==> src/gnn_pkg.sv <==
package gnn_pkg;

    localparam int NODE_ID_W       = 8;
    localparam int NUM_EDGE_PE     = 4;
    localparam int PE_TAG_W        = 2;   // log2 of NUM_EDGE_PE
    localparam int MAX_REPLAY_ITER = 4;
    localparam int ITER_W          = 2;   // log2 of MAX_REPLAY_ITER
    localparam int NB_INFO_W       = 17;
    localparam int NUM_BANK        = 2;
    localparam int BANK_ADDR_W     = 9;   // Iteration over node id without bit 0
    localparam int BANK_DEPTH      = 512;
    localparam int REQ_FIFO_DEPTH  = 4;
    localparam int OUT_BUF_DEPTH   = 2;

    // Pointer and count widths
    localparam int REQ_PTR_W = $clog2(REQ_FIFO_DEPTH);
    localparam int REQ_CNT_W = $clog2(REQ_FIFO_DEPTH + 1);
    localparam int OUT_PTR_W = $clog2(OUT_BUF_DEPTH);
    localparam int OUT_CNT_W = $clog2(OUT_BUF_DEPTH + 1);

    typedef logic [NODE_ID_W-1:0]   node_id_t;
    typedef logic [PE_TAG_W-1:0]    pe_tag_t;
    typedef logic [ITER_W-1:0]      iter_t;
    typedef logic [NB_INFO_W-1:0]   nb_addr_t;
    typedef logic [BANK_ADDR_W-1:0] bank_addr_t;

    typedef struct packed {
        node_id_t node_id;
        pe_tag_t  pe_tag;
    } nb_req_t;

endpackage
==> src/nb_req_if.sv <==
`timescale 1ns/1ns

interface nb_req_if;
    import gnn_pkg::*;

    logic     valid;
    logic     ready;
    node_id_t node_id;
    pe_tag_t  pe_tag;

    // FIFO side
    modport src (
        output valid, node_id, pe_tag,
        input  ready
    );

    modport dst (
        input  valid, node_id, pe_tag,
        output ready
    );

endinterface

==> src/nb_req_fifo.sv <==
`timescale 1ns/1ns

module nb_req_fifo (
    input  logic             clk,
    input  logic             rst_n,
    input  logic             wr_valid,
    output logic             wr_ready,
    input  gnn_pkg::nb_req_t wr_data,
    nb_req_if.src            rd
);
    import gnn_pkg::*;

    nb_req_t              mem [REQ_FIFO_DEPTH];
    logic [REQ_PTR_W-1:0] wr_ptr;
    logic [REQ_PTR_W-1:0] rd_ptr;
    logic [REQ_CNT_W-1:0] count;
    logic                 push;
    logic                 pop;

    assign wr_ready = (count != REQ_CNT_W'(REQ_FIFO_DEPTH));
    assign push     = wr_valid && wr_ready;
    assign pop      = rd.valid && rd.ready;

    // First word falls through to the read side
    assign rd.valid   = (count != '0);
    assign rd.node_id = mem[rd_ptr].node_id;
    assign rd.pe_tag  = mem[rd_ptr].pe_tag;

    always_ff @(posedge clk) begin
        if (push) begin
            mem[wr_ptr] <= wr_data;
        end
    end

    always_ff @(posedge clk) begin
        if (!rst_n) begin
            wr_ptr <= '0;
            rd_ptr <= '0;
            count  <= '0;
        end else begin
            if (push) begin
                wr_ptr <= wr_ptr + 1'b1;   // Depth is a power of two
            end
            if (pop) begin
                rd_ptr <= rd_ptr + 1'b1;
            end
            case ({push, pop})
                2'b10:   count <= count + 1'b1;
                2'b01:   count <= count - 1'b1;
                default: count <= count;
            endcase
        end
    end

endmodule

==> src/flat_wrapper.sv <==
// flat-port wrapper written by rule: the top's interface ports become plain ports
module nb_req_fifo_flat import gnn_pkg::*;
  (clk, rst_n, wr_valid, wr_ready, wr_data, rd_valid, rd_node_id, rd_pe_tag, rd_ready);
  nb_req_if rd_i ();
  input  logic clk;
  input  logic rst_n;
  input  logic wr_valid;
  output logic wr_ready;
  input  gnn_pkg::nb_req_t wr_data;
  output wire logic [$bits(rd_i.valid)-1:0] rd_valid;
  output wire logic [$bits(rd_i.node_id)-1:0] rd_node_id;
  output wire logic [$bits(rd_i.pe_tag)-1:0] rd_pe_tag;
  input wire logic [$bits(rd_i.ready)-1:0] rd_ready;
  assign rd_valid = rd_i.valid;
  assign rd_node_id = rd_i.node_id;
  assign rd_pe_tag = rd_i.pe_tag;
  assign rd_i.ready = rd_ready;
  nb_req_fifo u_core (.clk(clk), .rst_n(rst_n), .wr_valid(wr_valid), .wr_ready(wr_ready), .wr_data(wr_data), .rd(rd_i));
endmodule
==> config.mk <==
export PLATFORM = sky130hd
export DESIGN_NAME = nb_req_fifo_flat
export DESIGN_NICKNAME = d
export VERILOG_FILES = /design/src/gnn_pkg.sv /design/src/nb_req_if.sv /design/src/nb_req_fifo.sv /design/src/flat_wrapper.sv
export SDC_FILE = /design/constraint.sdc
export NUM_CORES = 1
export LEC_CHECK = 0
export BUFFER_PORTS_ARGS = -buffer_cell sky130_fd_sc_hd__buf_4
export CORE_ASPECT_RATIO = 0.75
export CORE_UTILIZATION = 50
export CTS_CLUSTER_SIZE = 25
export DETAILED_ROUTE_END_ITERATION = 10
export PLACE_DENSITY = 0.76
export SYNTH_ARGS = -nofsm -noshare
export SYNTH_HDL_FRONTEND = slang
export SYNTH_SLANG_ARGS = --single-unit
==> constraint.sdc <==
create_clock -name clk -period 2.45 [get_ports clk]
set_input_delay 0.3675 -clock clk [delete_from_list [all_inputs] [get_ports clk]]
set_output_delay 0.3675 -clock clk [all_outputs]
set_load 0.05 [all_outputs]
==> impl_metrics.yaml <==
status:
  status: "finished clean"
global_routing:
  grt_pass1_wl_mm: 4.754
  antenna_found_initial: 0
  grt_pass1_vias: 994
  track_usage_pct: 16.42
  grt_max_degree: 16
  grt-ovfl-total: 0
cts:
  insertion_delay_ns: 0.30
  cts_tree: "done"
  htree_levels: 2
  ctsResizeCount: 0
  cts_root_buf: "clkbuf_8"
  cts_num_sinks: 49
  hold_buffers: 0
  clkTransAtPathRegs_ns: 0.09
  cts_made_buffers: 5
  cts_buffer_depth: 2
  post_cts_buffers: 0
floorplan:
  rows: 19
  fp.coreArea_sq_um: 3685
  start_util_pct: 52.50
  dieArea_sq_um: 4124
  die_h_um: 55.87
  die_w_um: 73.82
  pin_count: 26
power_and_ir_drop:
  p_clk_share_pct: 21.9
  p_int_w: 0.001672
  vdd_drop_max_mv: 0.4900
  power_frac_seq_pct: 43.0
  comb_power_share_pct: 35.1
  powerDensity_nw_per_um2: 1116
  leakage_nw: 0.8007
  p_switching_w: 0.0008839
  swShare_pct: 34.58
worst_setup_path:
  critPathSlowestCell: "mux4_2"
  worst_ep_arrival_time_ns: 1.77
  crit_cells: 3
  r2r-start: "u_core.count[0]"
  reg2reg_depth: 9
  crit_top_cell: "buf_4"
  worstPathRequired_ns: 2.08
  crit_chain: "buf_4 > mux4_2 > buf_4"
  crit_path_max_incr_delay_ns: 0.52
  cp_num_buf_inv: 2
  worst_setup_path_end_kind: "output port"
  crit_type: "reg -> out"
  crit_path_start_kind: "flip-flop"
  crit_family: "multiplexers"
  path_max_fanout: 6
timing:
  max_freq_mhz: 467.4
  max_slew.worst_pin.slew_ns: 0.5403
  maxSlewViolCount: 0
  period_share_pct: 87.32
  rsz0062_at_grt: "no"
  fin_setup_tns_ns: 0
  setup_viol: 0
  hold_viol: 0
  final.min_clock_period_ns: 2.139
  slew_headroom_pct: 63.98
  fin_skew_ns: 0.007810
layout:
  fillers: 276
  n_antenna_cell: 0
  fin_nets: 154
  area_growth_syn_to_layout_pct: 18.37
  final_cells: 187
  drive_above_1_share_pct: 34.81
worst_hold_path:
  hold_depth: 1
  hold_class: "in -> reg"
  hp-start: "wr_data[1]"
logic_synthesis:
  synth-seq-area-share_pct: 71.41
  syn_inst: 104
  synth_area_per_cell_sq_um: 18.60
  yosysTopAreaCell: "edfxtp_1"
  synth_edf_count: 40
  synth-async-reset-ratio_pct: 0
  yosysWarnings: 0
  synth_top_area_share_pct: 62.10
  synth_area_leaders: "edfxtp_1 (62%), mux4_2 (12%), dfxtp_1 (9.3%)"
  synth_most_common_cell: "edfxtp_1"
  netlist_area_sq_um: 1934
  netlist_top_cells_count: "edfxtp_1 (40), mux4_2 (10), dfxtp_1 (9)"
  synth-seq-cells: 49
  synth_nets: 124
  synthFlopType: "edfxtp_1"
  synth.distinct_cells: 23
drt:
  first_pass_iters: 5
  drt_iter0_drc: 24
  wirelength_mm: 2.874
  vias_per_cell: 5.123
  final_antenna_net_count: 0
  via_count: 958
  avgRoutedWirePerCell_um: 15.37
  drc_errors: 0
placement:
  io_buffers: 25
  place_inst: 179
  gp_congestion: 0.7602
  hpwl_mm: 2.004
run:
  maxCapViolations: 0
[worst paths after layout]
check | endpoint | slack (ns)
setup / recovery | rd_node_id[6] | 0.31
setup reg to reg | u_core.count[2] | 0.34
hold / removal | u_core.mem[2][1] | 0.27
hold reg to reg | u_core.wr_ptr[0] | 0.51
[power groups by stage]
stage | combinational (W) | clock, W | sequential [W]
after detailed placement | 0.000908 | 0 | 0.00112
after global placement | 0.000894 | 0 | 0.00111
after global routing | 0.000964 | 0.000600 | 0.00112
after CTS | 0.000910 | 0.000566 | 0.00110
final | 0.000898 | 0.000559 | 0.00110
after floorplan | 0.000712 | 0 | 0.00107
[routing by layer]
layer	GRT usage [%]	part of all wire, %	wire length [um]	up-vias
li1	-	-	-	449
met4	5.769	1.3	36	0
met5	0	0	0	-
met1	22.05	43	1236	481
met3	5.072	4.7	135	5
met2	25.43	51	1465	23
[registers in the layout, summed over array words and instances (netlist names), named ones only]
name / flops
u_core.mem: 40
u_core.wr_ptr: 2
u_core.rd_ptr: 2
u_core.count: 3
[cell type report]
type	instances	area [sq um]	share of cell area, %
Sequential cell	49	1381	60.33
Clock buffer	6	72.57	3.169
Inverter	6	22.52	0.9836
Timing Repair Buffer	26	195.2	8.525
Clock inverter	2	38.79	1.694
Tap cell	52	65.06	2.842
Multi-Input combinational cell	46	514.2	22.46
[placed cells by master, fill, tap and decap left out, drive strengths merged]
cell type,instances
o31a,1
o21ai,2
a21boi,2
nor2b,2
mux4,10
inv,6
buf,26
bufinv,1
ha,5
nand2,6
clkinv,1
or3,2
fa,1
mux2i,2
edfxtp,40
xnor2,3
xor2,1
nor2,1
clkbuf,6
o311ai,1
and2,7
dfxtp,9
[through the flow]
stage / utilization (%) / setup slack [ns] / hold WS [ns] / instance area (sq um) / total power, W
floorplan: - / 0.5412 / 0.4664 / 1934 / 0.001786
global placement: 59.12 / 0.4776 / 0.4814 / 2178 / 0.002005
detailed placement: 59.12 / 0.3576 / 0.5050 / 2178 / 0.002030
CTS: 62.14 / 0.2475 / 0.2607 / 2290 / 0.002579
global route: 62.14 / 0.1025 / 0.2544 / 2290 / 0.002679
finish: 62.14 / 0.3107 / 0.2665 / 2290 / 0.002556
[worst register-to-register path, delay by kind of cell, from the launching register on]
family                   cells  cell delay [ns]
AND/OR/NAND/NOR              2             0.50
flip-flops                   1             0.38
buffers and inverters        2             0.14
AO/OA/AOI/OAI                2             0.31
adder cells (fa/ha/maj)      2             0.54
XOR/XNOR                     1             0.16
[cells by family after synthesis]
kind of cell	Yosys count	synth area share (%)
AOI/OAI and AO/OA	6	2.846
xor gates and xnor gates	4	1.811
adders and majority gates	6	4.269
buffers and inverters	9	2.005
DFF	49	71.41
muxes	12	12.68
and+or+nand+nor	18	4.980
(Power assumes the default switching activity.)
