File: src/gnn_pkg.sv
package gnn_pkg;

    localparam int NODE_ID_W       = 8;
    localparam int NUM_EDGE_PE     = 4;
    localparam int PE_TAG_W        = 2;   // log2 of NUM_EDGE_PE
    localparam int MAX_REPLAY_ITER = 4;
    localparam int ITER_W          = 2;   // log2 of MAX_REPLAY_ITER
    localparam int NB_INFO_W       = 17;
    localparam int NUM_BANK        = 2;
    localparam int BANK_ADDR_W     = 9;   // Iteration over node id without bit 0
    localparam int BANK_DEPTH      = 512;
    localparam int REQ_FIFO_DEPTH  = 4;
    localparam int OUT_BUF_DEPTH   = 2;

    // Pointer and count widths
    localparam int REQ_PTR_W = $clog2(REQ_FIFO_DEPTH);
    localparam int REQ_CNT_W = $clog2(REQ_FIFO_DEPTH + 1);
    localparam int OUT_PTR_W = $clog2(OUT_BUF_DEPTH);
    localparam int OUT_CNT_W = $clog2(OUT_BUF_DEPTH + 1);

    typedef logic [NODE_ID_W-1:0]   node_id_t;
    typedef logic [PE_TAG_W-1:0]    pe_tag_t;
    typedef logic [ITER_W-1:0]      iter_t;
    typedef logic [NB_INFO_W-1:0]   nb_addr_t;
    typedef logic [BANK_ADDR_W-1:0] bank_addr_t;

    typedef struct packed {
        node_id_t node_id;
        pe_tag_t  pe_tag;
    } nb_req_t;

endpackage
File: src/nb_info_merge.sv
`timescale 1ns/1ns

module nb_info_merge (
    input  logic              clk,
    input  logic              rst_n,
    input  logic              issue_valid,
    input  logic              issue_bank,
    input  gnn_pkg::pe_tag_t  issue_pe_tag,
    output logic              issue_ready,
    input  gnn_pkg::nb_addr_t bank0_rdata,
    input  gnn_pkg::nb_addr_t bank1_rdata,
    output logic              out_valid,
    input  logic              out_ready,
    output gnn_pkg::nb_addr_t out_addr,
    output gnn_pkg::pe_tag_t  out_pe_tag
);
    import gnn_pkg::*;

    logic                 inflight_q;     // Bank read under way
    logic                 inflight_bank_q;
    pe_tag_t              inflight_tag_q;
    nb_addr_t             buf_addr [OUT_BUF_DEPTH];
    pe_tag_t              buf_tag  [OUT_BUF_DEPTH];
    logic [OUT_PTR_W-1:0] wr_ptr;
    logic [OUT_PTR_W-1:0] rd_ptr;
    logic [OUT_CNT_W-1:0] count;
    logic [OUT_CNT_W:0]   occupancy;
    logic                 push;
    logic                 pop;

    // Room is reserved for the read still in flight
    assign occupancy   = {1'b0, count} + {{OUT_CNT_W{1'b0}}, inflight_q};
    assign issue_ready = (occupancy < (OUT_CNT_W+1)'(OUT_BUF_DEPTH));

    assign push = inflight_q;
    assign pop  = out_valid && out_ready;

    assign out_valid  = (count != '0);
    assign out_addr   = buf_addr[rd_ptr];
    assign out_pe_tag = buf_tag[rd_ptr];

    always_ff @(posedge clk) begin
        inflight_bank_q <= issue_bank;
        inflight_tag_q  <= issue_pe_tag;
        if (push) begin
            buf_addr[wr_ptr] <= inflight_bank_q ? bank1_rdata : bank0_rdata;
            buf_tag[wr_ptr]  <= inflight_tag_q;
        end
    end

    always_ff @(posedge clk) begin
        if (!rst_n) begin
            inflight_q <= 1'b0;
            wr_ptr     <= '0;
            rd_ptr     <= '0;
            count      <= '0;
        end else begin
            inflight_q <= issue_valid && issue_ready;
            if (push) begin
                wr_ptr <= wr_ptr + 1'b1;
            end
            if (pop) begin
                rd_ptr <= rd_ptr + 1'b1;
            end
            case ({push, pop})
                2'b10:   count <= count + 1'b1;
                2'b01:   count <= count - 1'b1;
                default: count <= count;
            endcase
        end
    end

endmodule

File: config.mk
export PLATFORM = sky130hd
export DESIGN_NAME = nb_info_merge
export DESIGN_NICKNAME = d
export VERILOG_FILES = /design/src/gnn_pkg.sv /design/src/nb_info_merge.sv
export SDC_FILE = /design/constraint.sdc
export NUM_CORES = 1
export LEC_CHECK = 0
export BUFFER_PORTS_ARGS = -buffer_cell sky130_fd_sc_hd__buf_2
export CORE_ASPECT_RATIO = 1.1
export CORE_MARGIN = 2
export CORE_UTILIZATION = 53
export CTS_CLUSTER_DIAMETER = 60
export CTS_CLUSTER_SIZE = 12
export DETAILED_ROUTE_END_ITERATION = 6
export HOLD_SLACK_MARGIN = 0.12
export PLACE_DENSITY = 0.83
export SLEW_MARGIN = 20
export SYNTH_ARGS = -nofsm -noshare
export SYNTH_HDL_FRONTEND = slang
export SYNTH_SLANG_ARGS = --single-unit
File: constraint.sdc
create_clock -name clk -period 2.9 [get_ports clk]
set_input_delay 0.29 -clock clk [delete_from_list [all_inputs] [get_ports clk]]
set_output_delay 0.29 -clock clk [all_outputs]
set_load 0.01 [all_outputs]
==> flow_results.org <==
** Critical path
- The setup check on the worst reg-to-reg path leaves a slack of 1.28 ns.
- Slowest Stage Delay on Critical Path :: 0.91 ns
- The slowest stage of the critical path is the sky130_fd_sc_hd__dfxtp_1 cell.
- Nature of the critical path startpoint :: register
- Startpoint of the lowest-slack register-to-register path :: inflight_q$_SDFF_PN0_
- Traced cell by cell, the critical path runs through mux2_2, buf_2.
- Cell class contributing the biggest share of worst-path delay :: flip-flops
- Worst reg2reg endpoint :: buf_addr[0][5]$_DFFE_PP_
- Worst EP required :: 2.61 ns
- The most critical setup path has its endpoint at out_addr[16].
- FF-to-FF path depth :: 2
- CP Depth :: 2
- Counting both buffers and inverters, the worst setup path holds a total of 1.
- Data on the critical path arrives at its endpoint at 1.84 ns.
- Endpoint class of the critical path :: primary output
- Of all nets on the critical path, the largest fanout is 19.
- The worst setup path is of the register to primary output kind.

** Placed design
- Buffers placed on the I/O ports in this run total 61.
- After legalization and detailed placement, the total HPWL measured 2216 um.
- Routability cong. :: 0.6950
- In this run the cell area measured after placement is 2223 um^2.

** Floorplanning
- Starting density of the core :: 55.85%
- # IOs :: 62
- Area of the placeable core :: 3358 um^2
- Measured along the y axis, the die boundary spans 66.39 um.
- The die covers 4031 um^2.
- Cell Rows :: 22
- Horiz. Die Dim :: 60.72 um

** Synthesis
- The Yosys step of the flow raised 0 warnings.
- Synthesis instantiated 17 different standard cells from the library.
- sky130_fd_sc_hd__edfxtp_1 takes more of the synthesized area than any other cell.
- In this run, synthesis produced a sequential element count of 47.
- After synthesis, the largest area contributor takes up 60.84% of total cell area.
- For this run, the register share of the synthesized area comes to 70.45%.
- Synthesis produced a netlist with a net count of 148.
- Top post-synthesis cells by area :: sky130_fd_sc_hd__edfxtp_1, sky130_fd_sc_hd__mux2_2, sky130_fd_sc_hd__dfxtp_1
- Mean post-synth cell area :: 17.69 um^2
- Synthesis produced 106 cells.
- Mapped Area :: 1876 um^2

** Timing
- Min cycle time layout :: 2.125 ns
- Slew headroom :: 32.19%
- Post-route setup TNS :: 0 ns
- # setup viols final :: 0
- On the final layout, the worst clock skew is 0.004577 ns.
- Max-slew violations :: 0
- For the pin with the worst max-slew slack, the measured transition is 1.016 ns.
- Final-report hold violation count :: 0
- RSZ-0062 raised after global routing :: false
- Post-route fraction of the period consumed by the critical path :: 73.28%
- Achievable frequency :: 470.6 MHz

** Routing
- The count of nets left with antenna violations once routing finished came out at 0.
- Initial drt markers :: 35
- After detailed routing, the total wire length is 3145 um.
- Detailed-route via count :: 1,101
- Before antenna repair, the detailed router went through 4 iterations.
- Using the TritonRoute via totals, the vias-per-cell ratio works out to 4.959.
- DRC errors left :: 0
- Wirelength per Cell :: 14.17 um

** Finish
- Cell area after layout :: 2303 um^2
- Relative area change from synthesis to final layout :: 22.82%
- Leading cell types in the layout, fill and taps excluded :: sky130_fd_sc_hd__buf_2, sky130_fd_sc_hd__edfxtp_1, sky130_fd_sc_hd__mux2_2
- The final layout contains 215 nets.
- Leaving out fill and tap cells, the most frequent cell in the layout is sky130_fd_sc_hd__buf_2.
- Of the cells placed in the final design, the portion with a size suffix greater than 1 is 60.34%.
- Counting the fill cells in the layout gives 270.
- Diodes inserted :: 0

** Clocking
- The number of gates resized after CTS was 0.
- CTS built an H-tree with a depth of 2.
- TritonCTS built the clock tree.
- Clock tree synthesis selected as its root buffer the cell sky130_fd_sc_hd__clkbuf_4.
- Clock-pin slew was measured on the worst setup and hold paths at 0.12 ns.
- At the later pin of the worst-skew pair, clock insertion delay measures 0.35 ns.
- Clock tree synthesis inserted a total of 5 buffers.
- CTS sink count :: 47
- The clock passes through at most 2 buffers.

** Power
- Dividing total power by cell area gives a power density of 668.1 nW/um^2.
- Leak Pwr :: 0.8885 nW
- The worst-case IR drop observed on VDD is 0.3807 mV.

** Job
- Max Cap Viol :: 0

** Global route
- Vias in the first global route :: 1,109
- First-pass GRT wire length :: 4885 um
- Final global-route overflow total :: 0
- Tot GR Track Use :: 17.40%
- The initial antenna violation count was 0.
- Entering global routing, the biggest net connects 21 pins.

** Min path
- Counting instances, the worst hold path has a depth of 2.
- Worst hold path class :: input pin to register

** Outcome
- Status :: finished, final reports clean
==> power by group <==
group / total (mW) / switching [mW] / leakage [nW] / internal, mW
Sequential: 0.873 / 0.0687 / 0.423 / 0.804
Clock: 0.284 / 0.189 / 0.0293 / 0.0948
Combinational: 0.382 / 0.162 / 0.436 / 0.221
==> how the worst min path moves through the flow <==
stage / from / to
2_1_floorplan: issue_bank / inflight_bank_q$_DFF_P_
3_3_place_gp: issue_bank / inflight_bank_q$_DFF_P_
3_5_place_dp: issue_bank / inflight_bank_q$_DFF_P_
4_1_cts: issue_valid / inflight_q$_SDFF_PN0_
5_1_grt: issue_valid / inflight_q$_SDFF_PN0_
6_report: issue_valid / inflight_q$_SDFF_PN0_
==> through the flow <==
stage / cells / power (mW) / util (%) / setup WS, ns / hold slack, ns
6_report: 222 / 1.539 / 68.59 / 0.7749 / 0.1569
5_1_grt: 222 / 1.624 / 68.59 / 0.6702 / 0.1520
4_1_cts: 222 / 1.557 / 68.59 / 0.7277 / 0.1398
3_5_place_dp: 211 / 1.272 / 66.21 / 1.149 / 0.3940
3_3_place_gp: 211 / 1.261 / 66.21 / 1.171 / 0.3944
2_1_floorplan: 106 / 1.130 / - / 1.256 / 0.3177
==> worst register-to-register path, cell delays in order, from the launching register on <==
cell	delay [ns]
sky130_fd_sc_hd__dfxtp_1	0.40
sky130_fd_sc_hd__inv_1	0.09
sky130_fd_sc_hd__nor2_2	0.77
==> per-layer routing <==
| metal | GRT usage, % | wire length, um |
|---|---|---|
| met1 | 19.42 | 1208 |
| met5 | 0 | 0 |
| met4 | 8.967 | 54 |
| met3 | 4.305 | 196 |
| met2 | 29.97 | 1686 |
==> registers in the layout, summed over array words and instances (netlist names), named ones only <==
| name | flops |
|---|---|
| inflight_q | 1 |
| inflight_tag_q | 2 |
| rd_ptr | 1 |
| buf_addr | 34 |
| inflight_bank_q | 1 |
| buf_tag | 4 |
| count | 2 |
| wr_ptr | 1 |
==> logic make-up after synthesis <==
family	after synthesis	share of synthesized area, %
flops	47	70.45
mux	36	21.61
simple gates	9	2.869
compound gates	5	1.734
buf+inv	5	1.267
xor+xnor	3	1.401
fa+ha+maj	1	0.6670
==> area by class of cell <==
class / instances / area (um^2) / area share [%]
flip-flops and latches: 47 / 1321 / 57.36
clock buffers: 7 / 45.04 / 1.955
inverters: 1 / 3.754 / 0.1630
clock inverters: 1 / 5.005 / 0.2173
repair buffers: 64 / 335.3 / 14.56
well taps: 48 / 60.06 / 2.607
multi-input cells: 54 / 533.0 / 23.14
==> synth_stat cells <==
cell type and instances:
sky130_fd_sc_hd__edfxtp_1 38, sky130_fd_sc_hd__a21oi_1 1, sky130_fd_sc_hd__xnor2_1 3, sky130_fd_sc_hd__nor2_1 1, sky130_fd_sc_hd__dfxtp_1 9, sky130_fd_sc_hd__a21boi_1 1, sky130_fd_sc_hd__inv_1 1, sky130_fd_sc_hd__or2_2 1
sky130_fd_sc_hd__o21a_1 2, sky130_fd_sc_hd__or3_1 1, sky130_fd_sc_hd__and3_1 1, sky130_fd_sc_hd__nor2b_1 3, sky130_fd_sc_hd__mux2_2 36, sky130_fd_sc_hd__and2_1 2, sky130_fd_sc_hd__buf_2 4, sky130_fd_sc_hd__o21ai_0 1
sky130_fd_sc_hd__ha_1 1
==> timing repair <==
item,4_1_cts,5_1_grt
buffers inserted,0,0
hold buffers,3,0
endpoints found under the hold margin,3,0
Note: power is estimated with default switching activity, not from simulation.
