`src/gnn_pkg.sv`:
```
package gnn_pkg;

    localparam int NODE_ID_W       = 8;
    localparam int NUM_EDGE_PE     = 4;
    localparam int PE_TAG_W        = 2;   // log2 of NUM_EDGE_PE
    localparam int MAX_REPLAY_ITER = 4;
    localparam int ITER_W          = 2;   // log2 of MAX_REPLAY_ITER
    localparam int NB_INFO_W       = 17;
    localparam int NUM_BANK        = 2;
    localparam int BANK_ADDR_W     = 9;   // Iteration over node id without bit 0
    localparam int BANK_DEPTH      = 512;
    localparam int REQ_FIFO_DEPTH  = 4;
    localparam int OUT_BUF_DEPTH   = 2;

    // Pointer and count widths
    localparam int REQ_PTR_W = $clog2(REQ_FIFO_DEPTH);
    localparam int REQ_CNT_W = $clog2(REQ_FIFO_DEPTH + 1);
    localparam int OUT_PTR_W = $clog2(OUT_BUF_DEPTH);
    localparam int OUT_CNT_W = $clog2(OUT_BUF_DEPTH + 1);

    typedef logic [NODE_ID_W-1:0]   node_id_t;
    typedef logic [PE_TAG_W-1:0]    pe_tag_t;
    typedef logic [ITER_W-1:0]      iter_t;
    typedef logic [NB_INFO_W-1:0]   nb_addr_t;
    typedef logic [BANK_ADDR_W-1:0] bank_addr_t;

    typedef struct packed {
        node_id_t node_id;
        pe_tag_t  pe_tag;
    } nb_req_t;

endpackage
```
`src/nb_bank_if.sv`:
```
`timescale 1ns/1ns

interface nb_bank_if;
    import gnn_pkg::*;

    logic       en;
    logic       we;      // High with en for a write
    bank_addr_t addr;
    nb_addr_t   wdata;
    nb_addr_t   rdata;   // Valid the cycle after a read

    modport cntl (
        output en, we, addr, wdata,
        input  rdata
    );

    modport bank (
        input  en, we, addr, wdata,
        output rdata
    );

endinterface

```
`src/nb_req_if.sv`:
```
`timescale 1ns/1ns

interface nb_req_if;
    import gnn_pkg::*;

    logic     valid;
    logic     ready;
    node_id_t node_id;
    pe_tag_t  pe_tag;

    // FIFO side
    modport src (
        output valid, node_id, pe_tag,
        input  ready
    );

    modport dst (
        input  valid, node_id, pe_tag,
        output ready
    );

endinterface

```
`src/nb_info_cntl.sv`:
```
`timescale 1ns/1ns

module nb_info_cntl (
    input  logic              clk,
    input  logic              rst_n,
    input  gnn_pkg::iter_t    replay_iter,
    nb_req_if.dst             req,
    input  logic              load_valid,
    input  gnn_pkg::iter_t    load_iter,
    input  gnn_pkg::node_id_t load_node_id,
    input  gnn_pkg::nb_addr_t load_data,
    nb_bank_if.cntl           bank0,
    nb_bank_if.cntl           bank1,
    output logic              issue_valid,
    output logic              issue_bank,
    output gnn_pkg::pe_tag_t  issue_pe_tag,
    input  logic              issue_ready
);
    import gnn_pkg::*;

    logic                load_bank;
    logic                req_bank;
    bank_addr_t          load_addr;
    bank_addr_t          req_addr;
    logic                stall;
    logic                fire;
    logic [NUM_BANK-1:0] load_hold_q;   // Bank written in the last cycle

    // Low node id bit interleaves the banks
    assign load_bank = load_node_id[0];
    assign req_bank  = req.node_id[0];
    assign load_addr = {load_iter, load_node_id[NODE_ID_W-1:1]};
    assign req_addr  = {replay_iter, req.node_id[NODE_ID_W-1:1]};

    // Load wins, and the next cycle keeps reads off the bank just written
    assign stall = load_valid || load_hold_q[req_bank];

    assign issue_valid  = req.valid && !stall;
    assign issue_bank   = req_bank;
    assign issue_pe_tag = req.pe_tag;
    assign req.ready    = issue_ready && !stall;
    assign fire         = issue_valid && issue_ready;

    always_ff @(posedge clk) begin
        if (!rst_n) begin
            load_hold_q <= '0;
        end else begin
            load_hold_q <= '0;
            if (load_valid) begin
                load_hold_q[load_bank] <= 1'b1;
            end
        end
    end

    assign bank0.en    = (load_valid && !load_bank) || (fire && !req_bank);
    assign bank0.we    = load_valid && !load_bank;
    assign bank0.addr  = load_valid ? load_addr : req_addr;
    assign bank0.wdata = load_data;

    assign bank1.en    = (load_valid && load_bank) || (fire && req_bank);
    assign bank1.we    = load_valid && load_bank;
    assign bank1.addr  = load_valid ? load_addr : req_addr;
    assign bank1.wdata = load_data;

endmodule

```
`src/flat_wrapper.sv`:
```
// flat-port wrapper written by rule: the top's interface ports become plain ports
module nb_info_cntl_flat import gnn_pkg::*;
  (clk, rst_n, replay_iter, load_valid, load_iter, load_node_id, load_data, issue_valid, issue_bank, issue_pe_tag, issue_ready, req_valid, req_node_id, req_pe_tag, req_ready, bank0_en, bank0_we, bank0_addr, bank0_wdata, bank0_rdata, bank1_en, bank1_we, bank1_addr, bank1_wdata, bank1_rdata);
  nb_req_if req_i ();
  nb_bank_if bank0_i ();
  nb_bank_if bank1_i ();
  input  logic clk;
  input  logic rst_n;
  input  gnn_pkg::iter_t replay_iter;
  input  logic load_valid;
  input  gnn_pkg::iter_t load_iter;
  input  gnn_pkg::node_id_t load_node_id;
  input  gnn_pkg::nb_addr_t load_data;
  output logic issue_valid;
  output logic issue_bank;
  output gnn_pkg::pe_tag_t issue_pe_tag;
  input  logic issue_ready;
  input wire logic [$bits(req_i.valid)-1:0] req_valid;
  input wire logic [$bits(req_i.node_id)-1:0] req_node_id;
  input wire logic [$bits(req_i.pe_tag)-1:0] req_pe_tag;
  output wire logic [$bits(req_i.ready)-1:0] req_ready;
  output wire logic [$bits(bank0_i.en)-1:0] bank0_en;
  output wire logic [$bits(bank0_i.we)-1:0] bank0_we;
  output wire logic [$bits(bank0_i.addr)-1:0] bank0_addr;
  output wire logic [$bits(bank0_i.wdata)-1:0] bank0_wdata;
  input wire logic [$bits(bank0_i.rdata)-1:0] bank0_rdata;
  output wire logic [$bits(bank1_i.en)-1:0] bank1_en;
  output wire logic [$bits(bank1_i.we)-1:0] bank1_we;
  output wire logic [$bits(bank1_i.addr)-1:0] bank1_addr;
  output wire logic [$bits(bank1_i.wdata)-1:0] bank1_wdata;
  input wire logic [$bits(bank1_i.rdata)-1:0] bank1_rdata;
  assign req_i.valid = req_valid;
  assign req_i.node_id = req_node_id;
  assign req_i.pe_tag = req_pe_tag;
  assign req_ready = req_i.ready;
  assign bank0_en = bank0_i.en;
  assign bank0_we = bank0_i.we;
  assign bank0_addr = bank0_i.addr;
  assign bank0_wdata = bank0_i.wdata;
  assign bank0_i.rdata = bank0_rdata;
  assign bank1_en = bank1_i.en;
  assign bank1_we = bank1_i.we;
  assign bank1_addr = bank1_i.addr;
  assign bank1_wdata = bank1_i.wdata;
  assign bank1_i.rdata = bank1_rdata;
  nb_info_cntl u_core (.clk(clk), .rst_n(rst_n), .replay_iter(replay_iter), .req(req_i), .load_valid(load_valid), .load_iter(load_iter), .load_node_id(load_node_id), .load_data(load_data), .bank0(bank0_i), .bank1(bank1_i), .issue_valid(issue_valid), .issue_bank(issue_bank), .issue_pe_tag(issue_pe_tag), .issue_ready(issue_ready));
endmodule
```
`config.mk`:
```
export PLATFORM = sky130hd
export DESIGN_NAME = nb_info_cntl_flat
export DESIGN_NICKNAME = d
export VERILOG_FILES = /design/src/gnn_pkg.sv /design/src/nb_bank_if.sv /design/src/nb_req_if.sv /design/src/nb_info_cntl.sv /design/src/flat_wrapper.sv
export SDC_FILE = /design/constraint.sdc
export NUM_CORES = 1
export LEC_CHECK = 0
export ABC_AREA = 1
export BUFFER_PORTS_ARGS = -buffer_cell sky130_fd_sc_hd__buf_2
export CORE_ASPECT_RATIO = 0.6
export CORE_UTILIZATION = 23
export DETAILED_ROUTE_END_ITERATION = 8
export PLACE_DENSITY_LB_ADDON = 0.12
export REMOVE_ABC_BUFFERS = 1
export SLEW_MARGIN = 20
export SYNTH_ARGS = -nofsm -noshare
export SYNTH_HDL_FRONTEND = slang
export SYNTH_SLANG_ARGS = --single-unit
```
`constraint.sdc`:
```
create_clock -name clk -period 0.8 [get_ports clk]
set_input_delay 0.12 -clock clk [delete_from_list [all_inputs] [get_ports clk]]
set_output_delay 0.12 -clock clk [all_outputs]
set_load 0.1 [all_outputs]
```
==> results.txt, run 1 <==
CORE AREA -> 2505 um^2
Worst-path clk slew -> 0.03 ns
Register Area -> 40.04 um^2
vias post-DR -> 618
Post-Synthesis Cells -> 100
TritonCTS Buffers -> 3
Finished Layout Cells -> 144
Synth area leader -> buf_4
Slew Viols, Final -> 0
kind of end point of the critical path -> output port
DR DRC count -> 0
run status -> complete, but fails checks
die area -> 2866 um^2
Area Growth Syn to Fin -> 118.7%
vias in the first global route -> 624
Area after DPL -> 943.4 um^2
clock root buffer -> clkbuf_8
Hold Path Cell Cnt -> 3
chip width -> 68.45 um
final setup margin -> -0.4613 ns
Placement Setup Slack -> -0.2710 ns
initial antenna violation count -> 0
maximum fanout along the worst path -> 3
CTS tree -> yes
Biggest register -> u_core.load_hold_q
largest net degree at the start of global routing -> 11
Multi-input gate area -> 410.4 um^2
Final Hold Violating Endpoints -> 0
Initial Util -> 24.33%
height of the die -> 41.87 um
crit path kind -> reg -> out
hold buffers post-CTS -> 0
Post-synth EDFFs -> 0
First-pass DRT Iterations -> 6
drt wl/cell -> 20.37 um
routability cong. -> 0.7087
Via density -> 4.292
final core utilization -> 53.20%
WL final -> 2.933 mm
Post-synth ARST share -> 0%
post-synthesis sequential area ratio -> 6.571%
H-tree depth -> 1
#FFs+latches synth -> 2
Worst-Margin Slew -> 0.1466 ns
Yosys cell types -> 10
Max Clk Rate -> 792.8 MHz
IO Pins -> 139
HPWL after DPL -> 2.205 mm
Post-synth top cells -> buf_4 (47), nand2_1 (32), inv_1 (7), nor2_1 (4)
Worst Setup SP -> u_core.load_hold_q[1]
final instance area -> 1333 um^2
Sink Count -> 2
Top Registers -> u_core.load_hold_q: 2 flops
Ys Warns -> 0
period utilization -> 157.7%
CP arrival -> 1.14 ns
max capacitance violation total -> 0
net count of the finished layout -> 192
peak supply drop -> 0.5167 mV
Rows -> 14
CTS max path bufs -> 2
Antenna diodes -> 0
worst hold path class -> in -> reg
initial drt markers -> 10
Worst EP required -> 0.68 ns
DP Cell Count -> 138
Global Route Usage Sum -> 19.97%
final number of setup-violating endpoints -> 24
Avg Inst Size Synth -> 6.093 um^2
Slew HR -> 90.22%
grt ovf -> 0
Mapped Area -> 609.3 um^2
top cell type's share of synthesized area -> 57.91%
Filler Cells Inserted -> 228
PD cells -> 1519 nW/um^2
violated checks -> setup timing
Synth Flop Type -> dfxtp_1
minimum clock period after layout -> 1.261 ns
leak pwr -> 0.6825 nW
share of cells above drive strength 1 -> 90.18%
dominant cell by count in the synthesized netlist -> buf_4
top cells by area, synth -> buf_4 (58%), nand2_1 (20%), dfxtp_1 (6.6%), inv_1 (4.3%), nor2_1 (2.5%)
global-route wire length before repair -> 3.795 mm
IO Port Bufs -> 49
Worst Setup EP -> bank1_en
startpoint types -> flop
Largest register FFs -> 2
post-route ant nets -> 0
RSZ-0062 raised after global routing -> true
-- cell usage in the layout, fill, tap and decap left out --
cell type  Yosys  layout
buf_12         0      28
buf_2          0      23
buf_4         47       1
buf_6          1       3
buf_8          0       1
clkbuf_16      0       1
clkbuf_8       0       3
dfxtp_1        2       2
inv_1          7       5
inv_2          2       2
inv_4          0       1
inv_8          0       1
nand2_1       32       1
nand2_2        0       5
nand2_4        0      25
nand2_8        0       1
nand4_1        2       2
nor2_1         4       1
nor2_2         2       2
nor2_4         1       4
-- stage by stage --
step / hold WS (ns) / TNS [ns] / total power [mW]
finish: 0.1531 / -4.185 / 2.024
floorplan: 0.2400 / -20.02 / 0.8490
global route: 0.1810 / -4.739 / 2.071
global placement: 0.2425 / -4.056 / 1.405
detailed placement: 0.2425 / -3.987 / 1.400
CTS: 0.1508 / -2.837 / 1.925
-- report_power, final --
| group | internal, mW | switching, mW |
|---|---|---|
| Sequential | 0.105 | 0.000948 |
| Combinational | 0.541 | 0.978 |
| Clock | 0.318 | 0.0806 |
| Total | 0.964 | 1.06 |
-- how the worst min path moves through the flow --
stage            startpoint                     to  slack (ns)
3_5_place_dp   load_data[4]         bank1_wdata[4]        0.24
4_1_cts               rst_n  u_core.load_hold_q[0]        0.15
3_3_place_gp   load_data[4]         bank1_wdata[4]        0.24
6_report              rst_n  u_core.load_hold_q[0]        0.15
2_1_floorplan  load_data[0]         bank0_wdata[0]        0.24
5_1_grt               rst_n  u_core.load_hold_q[1]        0.18
-- worst max-delay path, cell delays in order (launching register included) --
cell and delay, ns:
dfxtp_1 0.29, nand2_1 0.07, nand2_2 0.06, nor2_4 0.12
nand4_1 0.11, nand2_2 0.10, buf_12 0.17
-- layout make-up --
cell class / count / area share, %
well taps: 32 / 3.005
inverters: 9 / 3.286
clock buffers: 3 / 3.099
flip-flops and latches: 2 / 3.005
multi-input cells: 41 / 30.80
repair buffers: 57 / 56.81
-- layer usage --
layer	global-route usage [%]	vias up	part of all wire, %
met5	8.333	-	0
met4	10.00	0	3.2
met3	14.01	8	16
met2	30.20	49	50
met1	19.80	282	30
li1	-	279	-
-- what timing repair did --
item	CTS	global route
setup buffers	0	2
endpoints found under the setup margin	24	24
pin swaps	11	15
resized for setup	52	32
gates cloned	0	1
endpoints found under the hold margin	0	0
-- logic make-up after synthesis --
group,Yosys count,synth area share (%)
buffers and inverters,57,65.30
DFF,2,6.571
and+or+nand+nor,41,28.13
Note: power is estimated with default switching activity, not from simulation.
==> run 2, diff against run 1 <==
--- a/config.mk
+++ b/config.mk
@@ -16,3 +16,4 @@
 export SYNTH_ARGS = -nofsm -noshare
 export SYNTH_HDL_FRONTEND = slang
 export SYNTH_SLANG_ARGS = --single-unit
+export TNS_END_PERCENT = 10
==> run 2 against run 1 <==
Net effect: the run still ends with setup timing left; utilization shrank 12 points; count of clock-buffer cells in the layout unchanged; sequential share of layout area increased by 0.83 points; total power down 9.2%; die area unchanged; cell count decreased by 2.1%.
==> results.txt, run 2 (synthesis gave the netlist of run 1 again) <==
drt wl/cell -> 17.71 um
Sink Count -> 2
kind of end point of the critical path -> output port
Initial Util -> 24.33%
Worst-Margin Slew -> 0.1421 ns
share of cells above drive strength 1 -> 73.39%
Largest register FFs -> 2
Area Growth Syn to Fin -> 71.25%
RSZ-0062 raised after global routing -> true
IO Port Bufs -> 49
initial drt markers -> 12
Global Route Usage Sum -> 17.48%
PD cells -> 1760 nW/um^2
Finished Layout Cells -> 141
maximum fanout along the worst path -> 3
final number of setup-violating endpoints -> 24
max capacitance violation total -> 0
Biggest register -> u_core.load_hold_q
HPWL after DPL -> 2.205 mm
CTS tree -> yes
H-tree depth -> 1
Final Hold Violating Endpoints -> 0
worst hold path class -> in -> reg
die area -> 2866 um^2
Max Clk Rate -> 802.3 MHz
final setup margin -> -0.4464 ns
run status -> complete, but fails checks
global-route wire length before repair -> 3.332 mm
hold path endpoint -> u_core.load_hold_q[0]
crit path kind -> reg -> out
WL final -> 2.497 mm
leak pwr -> 0.5396 nW
clock root buffer -> clkbuf_8
First-pass DRT Iterations -> 7
Slew Viols, Final -> 0
Slew HR -> 90.52%
DR DRC count -> 0
initial antenna violation count -> 0
Rows -> 14
hold buffers post-CTS -> 0
Multi-input gate area -> 226.5 um^2
Register Area -> 40.04 um^2
CTS max path bufs -> 2
vias post-DR -> 572
TritonCTS Buffers -> 3
startpoint types -> flop
Worst EP required -> 0.68 ns
routability cong. -> 0.7087
final core utilization -> 41.66%
minimum clock period after layout -> 1.246 ns
Antenna diodes -> 0
violated checks -> setup timing
vias in the first global route -> 537
chip width -> 68.45 um
grt ovf -> 0
Top Registers -> u_core.load_hold_q: 2 flops
Worst-path clk slew -> 0.03 ns
DP Cell Count -> 138
net count of the finished layout -> 189
most frequent cells in the layout -> buf_12 (25), buf_2 (24), nand2_1 (19), nand2_2 (13), inv_1 (5)
final setup TNS -> -3.909 ns
period utilization -> 155.8%
post-route ant nets -> 0
commonest non-fill, non-tap cell in the layout -> buf_12
height of the die -> 41.87 um
Via density -> 4.057
Hold Path Cell Cnt -> 3
Hold WS -> 0.1539 ns
Filler Cells Inserted -> 254
peak supply drop -> 0.5768 mV
worst hold start -> rst_n
largest net degree at the start of global routing -> 11
CP arrival -> 1.13 ns
IO Pins -> 139
CORE AREA -> 2505 um^2
[run 2: changes by cell type in the layout (fill, tap and decap cells not counted)]
| cell | before | now |
|---|---|---|
| buf_12 | 28 | 25 |
| buf_8 | 1 | 0 |
| buf_4 | 1 | 4 |
| inv_4 | 1 | 0 |
| buf_2 | 23 | 24 |
| inv_2 | 2 | 4 |
| buf_6 | 3 | 1 |
| nand2_8 | 1 | 0 |
| inv_8 | 1 | 0 |
| clkbuf_16 | 1 | 0 |
| nand2_2 | 5 | 13 |
| nand2_1 | 1 | 19 |
| nand2_4 | 25 | 0 |
[run 2: worst max-delay path by stage]
stage / startpoint / to / cells past startpoint
after floorplan: u_core.load_hold_q[1] / issue_valid / 5
after global placement: u_core.load_hold_q[1] / issue_valid / 6
after detailed placement: u_core.load_hold_q[1] / issue_valid / 6
after CTS: u_core.load_hold_q[1] / issue_valid / 6
after global routing: u_core.load_hold_q[1] / bank0_en / 6
final: u_core.load_hold_q[1] / bank1_en / 6
[run 2: cell type report]
cell class	count	area share (%)
Multi-Input combinational cell	41	21.70
Sequential cell	2	3.837
Tap cell	32	3.837
Inverter	9	3.237
Timing Repair Buffer	54	63.43
Clock buffer	3	3.957
[run 2: timing repair]
item                       4_1_cts  5_1_grt
gates resized for setup         14        8
setup endpoints to repair       24       24
buffers inserted                 0        0
hold endpoints to repair         0        0
pin swaps                        0        3
[run 2: worst max-delay path, cell delays in order, from the launching register on]
cell	delay (ns)
dfxtp_1	0.29
nand2_1	0.06
nand2_2	0.06
nor2_4	0.12
nand4_1	0.11
nand2_2	0.10
buf_12	0.17
[run 2: report_power, final]
| part | internal (mW) | switching, mW | total (mW) |
|---|---|---|---|
| Clock | 0.318 | 0.0789 | 0.397 |
| Combinational | 0.448 | 0.886 | 1.33 |
| Sequential | 0.105 | 0.000911 | 0.106 |
[run 2: per-layer routing]
layer	part of all wire, %	vias up	GRT usage [%]
li1	-	268	-
met1	33	245	18.32
met2	43	49	23.33
met3	20	8	14.01
met4	3.0	2	10.00
met5	1.1	-	8.333
[run 2: metrics by stage]
stage | total power [mW] | instance area [um^2] | worst slack (ns)
5_1_grt | 1.886 | 1044 | -0.5038
3_3_place_gp | 1.405 | 943.4 | -0.2644
6_report | 1.837 | 1044 | -0.4464
2_1_floorplan | 0.8490 | 245.2 | -1.112
4_1_cts | 1.833 | 1018 | -0.4492
3_5_place_dp | 1.400 | 943.4 | -0.2710
